<file path="src/adc_pkg.sv">
package adc_pkg;

  ////////////////////////////////
  // ADC model and clock timing
  ////////////////////////////////

  localparam integer ADS_MODEL_ID = 8;          // 8 ADS8168, 7 ADS8167, 6 ADS8166
  localparam integer SPI_CLK_HZ   = 20_000_000; // clk doubles as SCK
  localparam integer CLK_MHZ      = SPI_CLK_HZ / 1_000_000;

  // Conversion and cycle times of the selected part, in ns
  localparam integer T_CONV_NS  = (ADS_MODEL_ID == 8) ? 660  :
                                  (ADS_MODEL_ID == 7) ? 1200 : 2500;
  localparam integer T_CYCLE_NS = (ADS_MODEL_ID == 8) ? 1000 :
                                  (ADS_MODEL_ID == 7) ? 2000 : 4000;

  // Same times in clk cycles, rounded up
  localparam integer N_CONV_CYCLES  = (T_CONV_NS * CLK_MHZ + 999) / 1000;
  localparam integer N_CYCLE_CYCLES = (T_CYCLE_NS * CLK_MHZ + 999) / 1000;

  localparam integer FRAME_BITS = 16; // On-the-fly request length

  // n_cs high time covers conversion and the rest of the sample cycle
  localparam integer CS_FLOOR_A   = (N_CONV_CYCLES > N_CYCLE_CYCLES - FRAME_BITS) ?
                                    N_CONV_CYCLES : N_CYCLE_CYCLES - FRAME_BITS;
  localparam integer CS_HIGH_CALC = (CS_FLOOR_A > 3) ? CS_FLOOR_A : 3;
  localparam logic [7:0] CS_HIGH_CYCLES = 8'(CS_HIGH_CALC); // 14 for ADS8168

  ////////////////////////////////
  // Command word layout
  ////////////////////////////////

  localparam integer N_CHANNELS = 8;

  localparam logic [2:0] OP_NO_OP   = 3'b000;
  localparam logic [2:0] OP_ADC_RD  = 3'b010;
  localparam logic [2:0] OP_SET_ORD = 3'b100;

  localparam integer TRIG_BIT = 28; // Wait on trigger pulses instead of delay
  localparam integer CONT_BIT = 27; // Another command must follow
  localparam integer COUNT_W  = 26; // Delay cycles or trigger count

  typedef logic [2:0] ch_t;

  ////////////////////////////////
  // Bundles between blocks
  ////////////////////////////////

  typedef struct packed {
    logic [31:0] word;  // FWFT head of command buffer
    logic        empty;
  } cmd_src_t;

  typedef struct packed {
    logic        wr_en;
    logic [31:0] word;  // Earlier sample in [15:0]
  } data_sink_t;

  typedef struct packed {
    logic unexp_trig;
    logic delay_too_short;
    logic bad_cmd;
    logic cmd_buf_underflow;
    logic data_buf_overflow;
  } err_flags_t;

  typedef struct packed {
    logic n_cs;
    logic mosi;
  } spi_pins_t;

  typedef struct packed {
    logic                  start;
    logic [FRAME_BITS-1:0] mosi_word;
  } frame_req_t;

  typedef struct packed {
    logic                  done;
    logic [FRAME_BITS-1:0] miso_word;
  } frame_rsp_t;

  typedef struct packed {
    logic                  valid;
    logic [FRAME_BITS-1:0] data;
  } sample_t;

endpackage

</file>
<file path="src/adc_cmd_seq.sv">
module adc_cmd_seq (
  input  logic                clk,
  input  logic                resetn,
  input  adc_pkg::cmd_src_t   cmd_src,
  output logic                cmd_buf_rd_en,
  input  logic                trigger,
  output logic                waiting_for_trig,
  output adc_pkg::frame_req_t frame_req,
  input  adc_pkg::frame_rsp_t frame_rsp,
  output adc_pkg::sample_t    sample,
  input  logic                overflow,
  output adc_pkg::err_flags_t errors
);
  import adc_pkg::*;

  typedef enum logic [2:0] {
    S_IDLE,
    S_DELAY,
    S_TRIG_WAIT,
    S_ADC_RD,
    S_ERROR
  } state_t;

  // Eight channel requests plus one dummy to flush the last result
  localparam logic [3:0] LAST_FRAME = 4'(N_CHANNELS);

  state_t             state;
  state_t             acc_state;   // Where the accepted command leads
  logic [2:0]         opcode;
  logic [COUNT_W-1:0] count;
  logic               ready;
  logic               timed_op;    // NO_OP or ADC_RD carry trig/cont bits
  logic               cmd_done;
  logic               accept;
  logic               read_done;
  logic               wait_trig;
  logic               expect_next;
  logic [COUNT_W-1:0] delay_cnt;
  logic [COUNT_W-1:0] trig_cnt;
  ch_t                order [N_CHANNELS];
  logic [3:0]         frame_idx;   // Frame currently on the wire
  logic [3:0]         next_idx;
  ch_t                req_ch;
  logic               e_unexp;
  logic               e_short;
  logic               e_bad;
  logic               e_under;
  logic               err_any;

  ////////////////////////////////
  // Command decode
  ////////////////////////////////

  assign opcode   = cmd_src.word[31:29];
  assign count    = cmd_src.word[COUNT_W-1:0];
  assign ready    = !cmd_src.empty;
  assign timed_op = (opcode == OP_NO_OP) || (opcode == OP_ADC_RD);

  always_comb begin
    case (opcode)
      OP_NO_OP:   acc_state = cmd_src.word[TRIG_BIT] ? S_TRIG_WAIT : S_DELAY;
      OP_ADC_RD:  acc_state = S_ADC_RD;
      OP_SET_ORD: acc_state = S_IDLE;
      default:    acc_state = S_ERROR; // 001, 011, 101, 110, 111
    endcase
  end

  // Current command has run its course
  always_comb begin
    case (state)
      S_IDLE:      cmd_done = 1'b1;
      S_DELAY:     cmd_done = (delay_cnt == '0);
      S_TRIG_WAIT: cmd_done = (trig_cnt == '0);
      S_ADC_RD:    cmd_done = read_done && (wait_trig ? (trig_cnt == '0) : (delay_cnt == '0));
      default:     cmd_done = 1'b0;
    endcase
  end

  assign accept           = cmd_done && ready && resetn; // No pop while held in reset
  assign cmd_buf_rd_en    = accept;
  assign waiting_for_trig = (state == S_TRIG_WAIT);

  always_ff @(posedge clk) begin
    if (!resetn)        state <= S_IDLE;
    else if (err_any)   state <= S_ERROR;   // Left only through reset
    else if (accept)    state <= acc_state;
    else if (cmd_done)  state <= S_IDLE;    // Buffer ran dry with no follow-up promised
    else if (read_done) state <= wait_trig ? S_TRIG_WAIT : S_DELAY; // Finish the wait
  end

  always_ff @(posedge clk) begin
    if (!resetn) begin
      wait_trig   <= 1'b0;
      expect_next <= 1'b0;
    end else if (accept) begin
      wait_trig   <= timed_op && cmd_src.word[TRIG_BIT];
      expect_next <= timed_op && cmd_src.word[CONT_BIT]; // SET_ORD never promises more
    end
  end

  ////////////////////////////////
  // Delay timer and trigger count
  ////////////////////////////////

  always_ff @(posedge clk) begin
    if (!resetn)                   delay_cnt <= '0;
    else if (accept && timed_op)   delay_cnt <= cmd_src.word[TRIG_BIT] ? '0 : count;
    else if (delay_cnt != '0)      delay_cnt <= delay_cnt - 1'b1; // Also runs under a read
  end

  always_ff @(posedge clk) begin
    if (!resetn)                       trig_cnt <= '0;
    else if (accept && timed_op)       trig_cnt <= cmd_src.word[TRIG_BIT] ? count : '0;
    else if (trigger && trig_cnt != '0) trig_cnt <= trig_cnt - 1'b1;
  end

  // Sample order table starts as identity
  always_ff @(posedge clk) begin
    if (!resetn) begin
      for (int i = 0; i < N_CHANNELS; i++) order[i] <= ch_t'(i);
    end else if (accept && opcode == OP_SET_ORD) begin
      for (int i = 0; i < N_CHANNELS; i++) order[i] <= cmd_src.word[3*i +: 3];
    end
  end

  ////////////////////////////////
  // Frame issue and sample return
  ////////////////////////////////

  assign next_idx = accept ? 4'd0 : frame_idx + 4'd1;
  assign req_ch   = (next_idx == LAST_FRAME) ? ch_t'(0) : order[next_idx[2:0]]; // Dummy on ch 0

  // First frame with the command and then one per done until the dummy
  assign frame_req.start = (accept && opcode == OP_ADC_RD)
                           || (state == S_ADC_RD && frame_rsp.done && frame_idx != LAST_FRAME);
  assign frame_req.mosi_word = {2'b10, req_ch, {(FRAME_BITS - 5){1'b0}}}; // OTF sample request

  always_ff @(posedge clk) begin
    if (!resetn)              frame_idx <= '0;
    else if (frame_req.start) frame_idx <= next_idx;
  end

  // Replies lag one frame, so frame 0 carries nothing useful
  assign sample.valid = (state == S_ADC_RD) && frame_rsp.done && (frame_idx != 4'd0);
  assign sample.data  = frame_rsp.miso_word;
  assign read_done    = (state == S_ADC_RD) && frame_rsp.done && (frame_idx == LAST_FRAME);

  ////////////////////////////////
  // Error flags
  ////////////////////////////////

  assign e_unexp = trigger && (state != S_TRIG_WAIT) && (trig_cnt == '0);
  assign e_short = (state == S_ADC_RD) && !read_done && !wait_trig && (delay_cnt == '0);
  assign e_bad   = accept && (acc_state == S_ERROR);
  assign e_under = cmd_done && expect_next && !ready;
  assign err_any = e_unexp || e_short || e_bad || e_under || overflow;

  always_ff @(posedge clk) begin
    if (!resetn) begin
      errors <= '0;
    end else begin
      errors.unexp_trig        <= errors.unexp_trig | e_unexp;        // Sticky
      errors.delay_too_short   <= errors.delay_too_short | e_short;
      errors.bad_cmd           <= errors.bad_cmd | e_bad;
      errors.cmd_buf_underflow <= errors.cmd_buf_underflow | e_under;
      errors.data_buf_overflow <= overflow;                           // Packer keeps it sticky
    end
  end

  // Frame replies only come back for reads this block started
  a_done_in_read: assert property (@(posedge clk) disable iff (!resetn)
    frame_rsp.done |-> (state == S_ADC_RD) || (state == S_ERROR));

endmodule

</file>
<file path="src/adc_sample_pack.sv">
module adc_sample_pack (
  input  logic                clk,
  input  logic                resetn,
  input  adc_pkg::sample_t    sample,
  input  logic                data_buf_full,
  output adc_pkg::data_sink_t data_sink,
  output logic                overflow
);
  import adc_pkg::*;

  logic [FRAME_BITS-1:0]   first_q;    // Earlier sample of the pair
  logic                    have_first; // Toggles per sample
  logic                    pend;       // Pair complete and word goes out now
  logic [2*FRAME_BITS-1:0] word_q;

  always_ff @(posedge clk) begin
    if (!resetn) begin
      have_first <= 1'b0;
      pend       <= 1'b0;
    end else begin
      pend <= sample.valid && have_first;
      if (sample.valid) have_first <= !have_first;
    end
  end

  always_ff @(posedge clk) begin
    if (sample.valid && !have_first) first_q <= sample.data;
    if (sample.valid && have_first)  word_q  <= {sample.data, first_q}; // Later one on top
  end

  // A full buffer turns the write into a sticky overflow
  always_ff @(posedge clk) begin
    if (!resetn)                    overflow <= 1'b0;
    else if (pend && data_buf_full) overflow <= 1'b1;
  end

  assign data_sink.wr_en = pend && !data_buf_full;
  assign data_sink.word  = word_q;

  // Sequencer halts on overflow, so no later pair may complete
  a_halt_after_ovf: assert property (@(posedge clk) disable iff (!resetn)
    overflow |-> !data_sink.wr_en);

endmodule

</file>
<file path="src/adc_spi_frame.sv">
module adc_spi_frame (
  input  logic                clk,
  input  logic                resetn,
  input  adc_pkg::frame_req_t frame_req,
  output adc_pkg::frame_rsp_t frame_rsp,
  output adc_pkg::spi_pins_t  spi,
  input  logic                miso
);
  import adc_pkg::*;

  localparam integer BIT_W = $clog2(FRAME_BITS + 1);

  logic [7:0]            cs_cnt;    // n_cs high phase, CS_HIGH_CYCLES down to 1
  logic                  cs_expire; // Last high cycle before n_cs falls
  logic [BIT_W-1:0]      bit_cnt;   // FRAME_BITS down to 1 while n_cs low
  logic [FRAME_BITS-1:0] mosi_sr;
  logic [FRAME_BITS-1:0] miso_sr;
  logic                  n_cs;
  logic                  done;
  logic                  active;

  assign active    = (cs_cnt != '0) || (bit_cnt != '0);
  assign cs_expire = (cs_cnt == 8'd1);

  ////////////////////////////////
  // Chip select timing
  ////////////////////////////////

  always_ff @(posedge clk) begin
    if (!resetn) begin
      cs_cnt <= '0;
    end else if (frame_req.start) begin
      cs_cnt <= CS_HIGH_CYCLES; // Conversion time before clocking
    end else if (cs_cnt != '0) begin
      cs_cnt <= cs_cnt - 8'd1;
    end
  end

  always_ff @(posedge clk) begin
    if (!resetn) begin
      bit_cnt <= '0;
    end else if (cs_expire) begin
      bit_cnt <= BIT_W'(FRAME_BITS);
    end else if (bit_cnt != '0) begin
      bit_cnt <= bit_cnt - 1'b1;
    end
  end

  // n_cs low for exactly FRAME_BITS cycles
  always_ff @(posedge clk) begin
    if (!resetn)                      n_cs <= 1'b1;
    else if (cs_expire)               n_cs <= 1'b0;
    else if (bit_cnt == BIT_W'(1))    n_cs <= 1'b1; // Rises with done
  end

  always_ff @(posedge clk) begin
    if (!resetn) done <= 1'b0;
    else         done <= (bit_cnt == BIT_W'(1)); // One-cycle strobe after last bit
  end

  ////////////////////////////////
  // Data shifters
  ////////////////////////////////

  // Request word latched at start, MSB first once n_cs is low
  always_ff @(posedge clk) begin
    if (frame_req.start) begin
      mosi_sr <= frame_req.mosi_word;
    end else if (bit_cnt != '0) begin
      mosi_sr <= {mosi_sr[FRAME_BITS-2:0], 1'b0};
    end
  end

  // MISO sampled at the end of every low cycle
  always_ff @(posedge clk) begin
    if (bit_cnt != '0) begin
      miso_sr <= {miso_sr[FRAME_BITS-2:0], miso};
    end
  end

  assign spi.n_cs = n_cs;
  assign spi.mosi = mosi_sr[FRAME_BITS-1] & ~n_cs; // Quiet low outside the frame

  assign frame_rsp.done      = done;
  assign frame_rsp.miso_word = miso_sr; // Complete during the done cycle

  // Back-to-back frames may start in the done cycle, never earlier
  a_no_overlap: assert property (@(posedge clk) disable iff (!resetn)
    frame_req.start |-> !active);

endmodule

</file>
<file path="src/ads816x_adc_ctrl.sv">
module ads816x_adc_ctrl (
  input  logic                clk,
  input  logic                resetn,
  input  adc_pkg::cmd_src_t   cmd_src,
  output logic                cmd_buf_rd_en,
  input  logic                data_buf_full,
  output adc_pkg::data_sink_t data_sink,
  input  logic                trigger,
  output logic                waiting_for_trig,
  output adc_pkg::err_flags_t errors,
  output adc_pkg::spi_pins_t  spi,
  input  logic                miso
);
  import adc_pkg::*;

  frame_req_t frame_req; // Sequencer to SPI engine
  frame_rsp_t frame_rsp; // SPI engine back, one per frame
  sample_t    sample;    // Realigned ADC results
  logic       overflow;  // Packer hit a full data buffer

  // Command flow, timers and error tracking
  adc_cmd_seq u_cmd_seq (
    .clk              (clk),
    .resetn           (resetn),
    .cmd_src          (cmd_src),
    .cmd_buf_rd_en    (cmd_buf_rd_en),
    .trigger          (trigger),
    .waiting_for_trig (waiting_for_trig),
    .frame_req        (frame_req),
    .frame_rsp        (frame_rsp),
    .sample           (sample),
    .overflow         (overflow),
    .errors           (errors)
  );

  // Single 16-bit OTF frame on clk as SCK
  adc_spi_frame u_spi_frame (
    .clk       (clk),
    .resetn    (resetn),
    .frame_req (frame_req),
    .frame_rsp (frame_rsp),
    .spi       (spi),
    .miso      (miso)
  );

  adc_sample_pack u_sample_pack (
    .clk           (clk),
    .resetn        (resetn),
    .sample        (sample),
    .data_buf_full (data_buf_full),
    .data_sink     (data_sink),
    .overflow      (overflow)
  );

endmodule

</file>
<file path="config.mk">
export PLATFORM = sky130hd
export DESIGN_NAME = ads816x_adc_ctrl
export DESIGN_NICKNAME = d
export VERILOG_FILES = /design/src/adc_pkg.sv /design/src/adc_cmd_seq.sv /design/src/adc_sample_pack.sv /design/src/adc_spi_frame.sv /design/src/ads816x_adc_ctrl.sv
export SDC_FILE = /design/constraint.sdc
export NUM_CORES = 1
export LEC_CHECK = 0
export ABC_AREA = 1
export BUFFER_PORTS_ARGS = -buffer_cell sky130_fd_sc_hd__buf_2
export CORE_UTILIZATION = 55
export CTS_CLUSTER_SIZE = 12
export DETAILED_ROUTE_END_ITERATION = 7
export GPL_TIMING_DRIVEN = 0
export MAX_ROUTING_LAYER = met4
export PLACE_DENSITY_LB_ADDON = 0.2
export SLEW_MARGIN = 20
export SYNTH_ARGS = -nofsm -noshare
export SYNTH_HDL_FRONTEND = slang
export SYNTH_SLANG_ARGS = --single-unit
export TNS_END_PERCENT = 30
</file>
<file path="constraint.sdc">
create_clock -name clk -period 3.37 [get_ports clk]
set_input_delay 0.337 -clock clk [delete_from_list [all_inputs] [get_ports clk]]
set_output_delay 0.337 -clock clk [all_outputs]
set_load 0.03 [all_outputs]
</file>
; Yosys cells after proc, flatten, opt, wreduce, memory -nomap -nowiden
; Memory sizes are Yosys's and may differ from the RTL's.
; Index checks and enable logic that the tools add are counted.
[word_totals]
out_inout_bits = 42
n_memories = 1
rom_bits = 0
mem_bits_rw = 24
inputBits = 38
latch_bits = 0
word_cells = 152
register_bits = 153
[classes]
eq_ne = 12
muxes = 37
bitwise = 15
n_div = 0
n_addsub = 5
mul = 0
shift = 0
n_lt_le_gt_ge = 0
reduce_logical = 56
[mem_list]
columns = name, depth, width, rd, rd_ports_with_merged_regs, write_ports, line_no
row1 = u_cmd_seq.order, 8, 3, 1, 0, 8, adc_cmd_seq.sv:40  ; ch_t order [N_CHANNELS];
[ops]
columns = op, count
row1 = 26-bit two-way mux, 6
row2 = 26-bit logical NOT, 2
row3 = 26-bit nonzero test, 2
row4 = "26-bit by 1-bit subtractor with 26-bit output, second input constant", 2
row5 = 3-bit two-way mux, 13
row6 = 14-bit two-way mux, 2
row7 = 1-bit logical AND, 25
row8 = 4-bit two-way mux, 3
row9 = 1-bit bitwise OR, 12
row10 = 2-bit nonzero test, 6
row11 = 5-bit two-way mux, 2
row12 = "3-bit by 2-bit equality test with 1-bit output, second input constant", 3
row13 = 3-bit case mux with 3 select lines, 1
row14 = "4-bit equality test, second input constant", 2
row15 = "8-bit by 1-bit equality test with 1-bit output, second input constant", 1
row16 = 4-bit nonzero test, 2
row17 = 8-bit nonzero test, 1
row18 = "8-bit by 1-bit subtractor with 8-bit output, second input constant", 1
row19 = 1-bit two-way mux, 7
row20 = "3-bit equality test, second input constant", 2
row21 = 3-bit logical NOT, 2
row22 = 1-bit logical OR, 6
row23 = 2-bit OR reduction, 3
row24 = "5-bit by 1-bit equality test with 1-bit output, second input constant", 1
row25 = other kinds (12), 18

; Depth between registers and ports, before layout
[logic_depth]
ltp_word = 12
depth_mapped = 18

; Modules after synthesis
; A second synthesis with hierarchy kept.
[unflattened]
cells_unflattened = 1041
area_unflattened_um2 = 9108.7
[modules_own_cells]
columns = module, seq_area_each_um2, n_inst, cells_each, area_per_inst_um2
row1 = adc_cmd_seq, 2042.0, 1, 784, 5537.8
row2 = adc_spi_frame, 1261.2, 1, 192, 2010.7
row3 = adc_sample_pack, 1501.4, 1, 65, 1560.2

; Worst setup path after synthesis
; Ideal clock, no wire load.
[synth_timing]
kind = flip-flop to flip-flop
start = register u_cmd_seq.state[1]
end = memory u_cmd_seq.order[0][0] (netlist bit), enable pin
stages_incl_launch_ff = 12
t_required_ns = 2.989
setup_time_ns = 0.381
t_arrival_ns = 2.824
n_path_buf = 1
slack_ns = 0.165
cell_sequence = dfxtp_1 inv_1 nor3_1 inv_1 nor2_1 nor2_1 nand2_2 nand2_4 inv_1 nand3_1 buf_2 nand2_1
[synth_rtl]
columns = item, line_no
row1 = "start, declared", adc_cmd_seq.sv:27  ; state_t state;
row2 = "start signal, assigned", adc_cmd_seq.sv:86  ; else if (accept) state <= acc_state;
row3 = "start signal, assigned", adc_cmd_seq.sv:88  ; else if (read_done) state <= wait_trig ? S_TRIG_WAIT : S_DELAY;
row4 = "end, declared", adc_cmd_seq.sv:40

==> impl_metrics.tcl <==
set metrics [dict create \
    die_w_um 123 \
    rsz0062_at_grt "no" \
    final_area_um2 9310 \
    critPathTopFamily "simple AND/OR/NAND/NOR gates" \
    wl_met3_mm 1.30 \
    p_per_area_nw_per_um2 760 \
    seq_area_frac_synth_pct 55.2 \
    wirelength_mm 19.4 \
    clk_pin_slew_worst_paths_ps 70 \
    cp_cell_sequence "inv_1 -> clkbuf_2 -> ha_1 -> nand2_1 -> nor2_1 -> inv_1 -> nor2_1 -> nand3_1 -> nand2_2 -> nand2_4 -> inv_1 -> nand3_2 -> buf_2 -> nand2_4" \
    grt_pass1_vias 5960 \
    nets 1049 \
    avgViaCountPerCell 5.46 \
    cts_htree_levels 4 \
    start_util_pct 57.2 \
    num_rows 43 \
    worstSetupEndpointType "register" \
    vias 6526 \
    grt-ovfl-total 0 \
    crit_path_max_incr_delay_ps 420 \
    crit_cells 14 \
    final_cell_mix "nand2_1 (134), nor2_1 (118), inv_1 (94)" \
    stdcell_count 1195 \
    wl_met1_mm 8.52 \
    final_util_pct 66.1 \
    setup_viol 0 \
    hold_viol 0 \
    crit_required_ps 3480 \
    placedCellCount 1163 \
    slew_viol_final 0 \
    antenna_cells 0 \
    min_from "miso" \
    wl_met2_mm 9.20 \
    status "complete, no violations" \
    hold_buffers 0 \
    grt_pass1_wl_mm 30.7 \
    fin_total_pwr_w 0.00708 \
    max-slew-margin-rel_pct 43.7 \
    ys_ff_latch 177 \
    fin_crit_ps 2970 \
    worstPathArrival_ps 3090 \
    drtIter0Drc 428 \
    n_fill_cell 1185 \
    port_buffers 77 \
    area_delta_synth_final_pct 15.5 \
    crit_path_start_kind "register" \
    final_common_cell "nand2_1" \
    syn_inst 906 \
    syn_nets 953 \
    dr.pass1.iters 5 \
    cts_tree "done" \
    postPlaceCellArea_um2 8680 \
    dp_hpwl_mm 14.0 \
    tightestPinTransition_ps 844 \
    clkLatencyLatePin_ps 450 \
    post_drt_wl_per_cell_um 16.3 \
    cts.path.max_buffers 2 \
    critPathBufInv 5 \
    r2r_end "u_cmd_seq.order[7][2]$_SDFFCE_PN1P_" \
    routed.top_layer "met4" \
    syn_avg_cell_area_um2 8.90 \
    crit_path_max_fanout 24 \
    power_leakage_nw 3.89 \
    antenna_found_initial 0 \
    crit_slowest_cell "dfxtp_1" \
    antenna_left 0 \
    fin_skew_ps 11.6 \
    fmax_ghz 0.336 \
    cts_sinks 177 \
    ys_warn_count 0 \
    drc_errors 0 \
    crit_top_cell "inv_1" \
    regToRegSetupSlack_ps 400 \
    coreArea_um2 14100 \
    routabilityCongestion 0.958 \
    die_area_um2 15200 \
    hold_slack_ps 66.7 \
    vdd_drop_max_uv 494 \
    drv_cap 0 \
    holdPathStages 1 \
    hold_end "u_spi_frame.miso_sr[0]$_DFFE_PP_" \
    drive_gt1_share_pct 16.1 \
    grt_use_total_pct 28.3 \
    die_h_um 123 \
    grt_max_degree 34 \
    rr_startpoint "u_cmd_seq.frame_idx[0]$_SDFFE_PN0P_" \
    syn_area_um2 8070 \
    cts_root_buffer "clkbuf_16" \
    hp-class "primary input to register" \
    min_period_over_period_pct 88.3 \
    synth.distinct_cells 43 \
    reg2reg_depth 14 \
    num_io_pins 80 \
    cts_buffers 17 \
    crit_type "register to register" \
]
## worst max path at each step
stage | start | endpoint | slack, ps
CTS | u_cmd_seq.frame_idx[0]$_SDFFE_PN0P_ | u_cmd_seq.order[7][2]$_SDFFCE_PN1P_ | 120
global route | u_cmd_seq.frame_idx[0]$_SDFFE_PN0P_ | u_cmd_seq.order[7][2]$_SDFFCE_PN1P_ | 110
finish | u_cmd_seq.frame_idx[0]$_SDFFE_PN0P_ | u_cmd_seq.order[7][2]$_SDFFCE_PN1P_ | 400
detailed placement | u_cmd_seq.frame_idx[0]$_SDFFE_PN0P_ | u_cmd_seq.order[1][1]$_SDFFCE_PN0P_ | -310
floorplan | u_cmd_seq.state[1]$_SDFFE_PP0P_ | u_cmd_seq.order[0][0]$_SDFFCE_PN0P_ | 160
global placement | u_cmd_seq.frame_idx[0]$_SDFFE_PN0P_ | u_cmd_seq.order[7][2]$_SDFFCE_PN1P_ | -330
## metal layers
| layer | up-vias | GRT usage, % |
|---|---|---|
| met5 | - | - |
| met4 | 0 | 10.8 |
| met3 | 32 | 5.58 |
| met2 | 230 | 44.9 |
| met1 | 3025 | 35.9 |
| li1 | 3239 | - |
## power breakdown
part | total [W] | internal (W) | leakage, nW | switching [W]
Clock | 0.00209 | 0.00119 | 0.295 | 0.000896
Sequential | 0.00304 | 0.00277 | 1.55 | 0.000275
Combinational | 0.00195 | 0.000700 | 2.05 | 0.00125
## flip-flops by register name (all words and copies together) (netlist names), 5 cells and up
| name | count |
|---|---|
| u_spi_frame.cs_cnt | 8 |
| u_spi_frame.mosi_sr | 5 |
| u_spi_frame.miso_sr | 16 |
| u_sample_pack.first_q | 16 |
| u_cmd_seq.delay_cnt | 26 |
| u_spi_frame.bit_cnt | 5 |
| u_cmd_seq.trig_cnt | 26 |
| u_cmd_seq.order | 24 |
| u_cmd_seq.errors | 5 |
| u_sample_pack.word_q | 32 |
## repair_timing
item	CTS	global route
buffers inserted	0	0
endpoints found under the setup margin	24	24
resized for setup	2	3
endpoints found under the hold margin	0	0
## metrics by stage
step	setup TNS [ps]	worst slack, ps
final	0	395
after detailed placement	-7530	-314
after floorplan	0	165
after global placement	-7890	-329
after CTS	0	116
after global routing	0	106
## cell type report
type	instances	area [µm²]	area share, %
plain buffers	31	163	1.75
clock buffers	18	429	4.61
clock inverters	14	193	2.07
inverters	99	375	4.03
multi-input cells	599	3090	33.2
flip-flops and latches	177	4450	47.8
well taps	180	225	2.42
repair buffers	77	385	4.14
## synthesized netlist by cell type
cell       instances  area share, %
buf_4              7           0.65
o22ai_1            1          0.078
inv_1             95            4.4
ha_1               9            1.4
nand3b_1           7           0.65
nor2_2             2           0.16
xor2_1            24            2.6
o211ai_1           3           0.28
o2111ai_1          5           0.54
buf_1              1          0.046
nor3_1            20            1.2
a31o_2             1           0.11
o21ai_0           72            4.5
inv_4              1          0.078
o31ai_1            1          0.093
or2_2             18            1.4
o21bai_1           1          0.093
buf_6              1           0.14
nand2_2            5           0.39
dfxtp_1           86             21
nor4_1             5           0.39
clkinv_1           2          0.093
nor3b_1            1          0.093
a21oi_1           54            3.4
a211oi_1           3           0.28
clkinv_2           1          0.062
a31oi_1           17            1.3
xnor2_1           15            1.6
nand3_1           64            4.0
nand4_1            7           0.54
nor2_8             1           0.25
nand3_2            1           0.12
nor2_1           119            5.5
edfxtp_1          91             34
nand2_4            2           0.28
a21boi_0           1          0.093
and3_1             1          0.078
clkbuf_1          13           0.61
nor2_4             1           0.14
nand2_1          135            6.3
or2_1              1          0.078
o21a_1             2           0.19
buf_2              9           0.56
## cells by family after synthesis
group	count (synthesis)	share of synthesized area [%]
adder cells (fa/ha/maj)	9	1.40
buffers and inverters	130	6.66
AND/OR/NAND/NOR	390	21.6
flip-flops	177	55.2
AO/OA/AOI/OAI	161	10.9
XOR/XNOR	39	4.24
No activity file was read; power rests on OpenSTA's default activity.
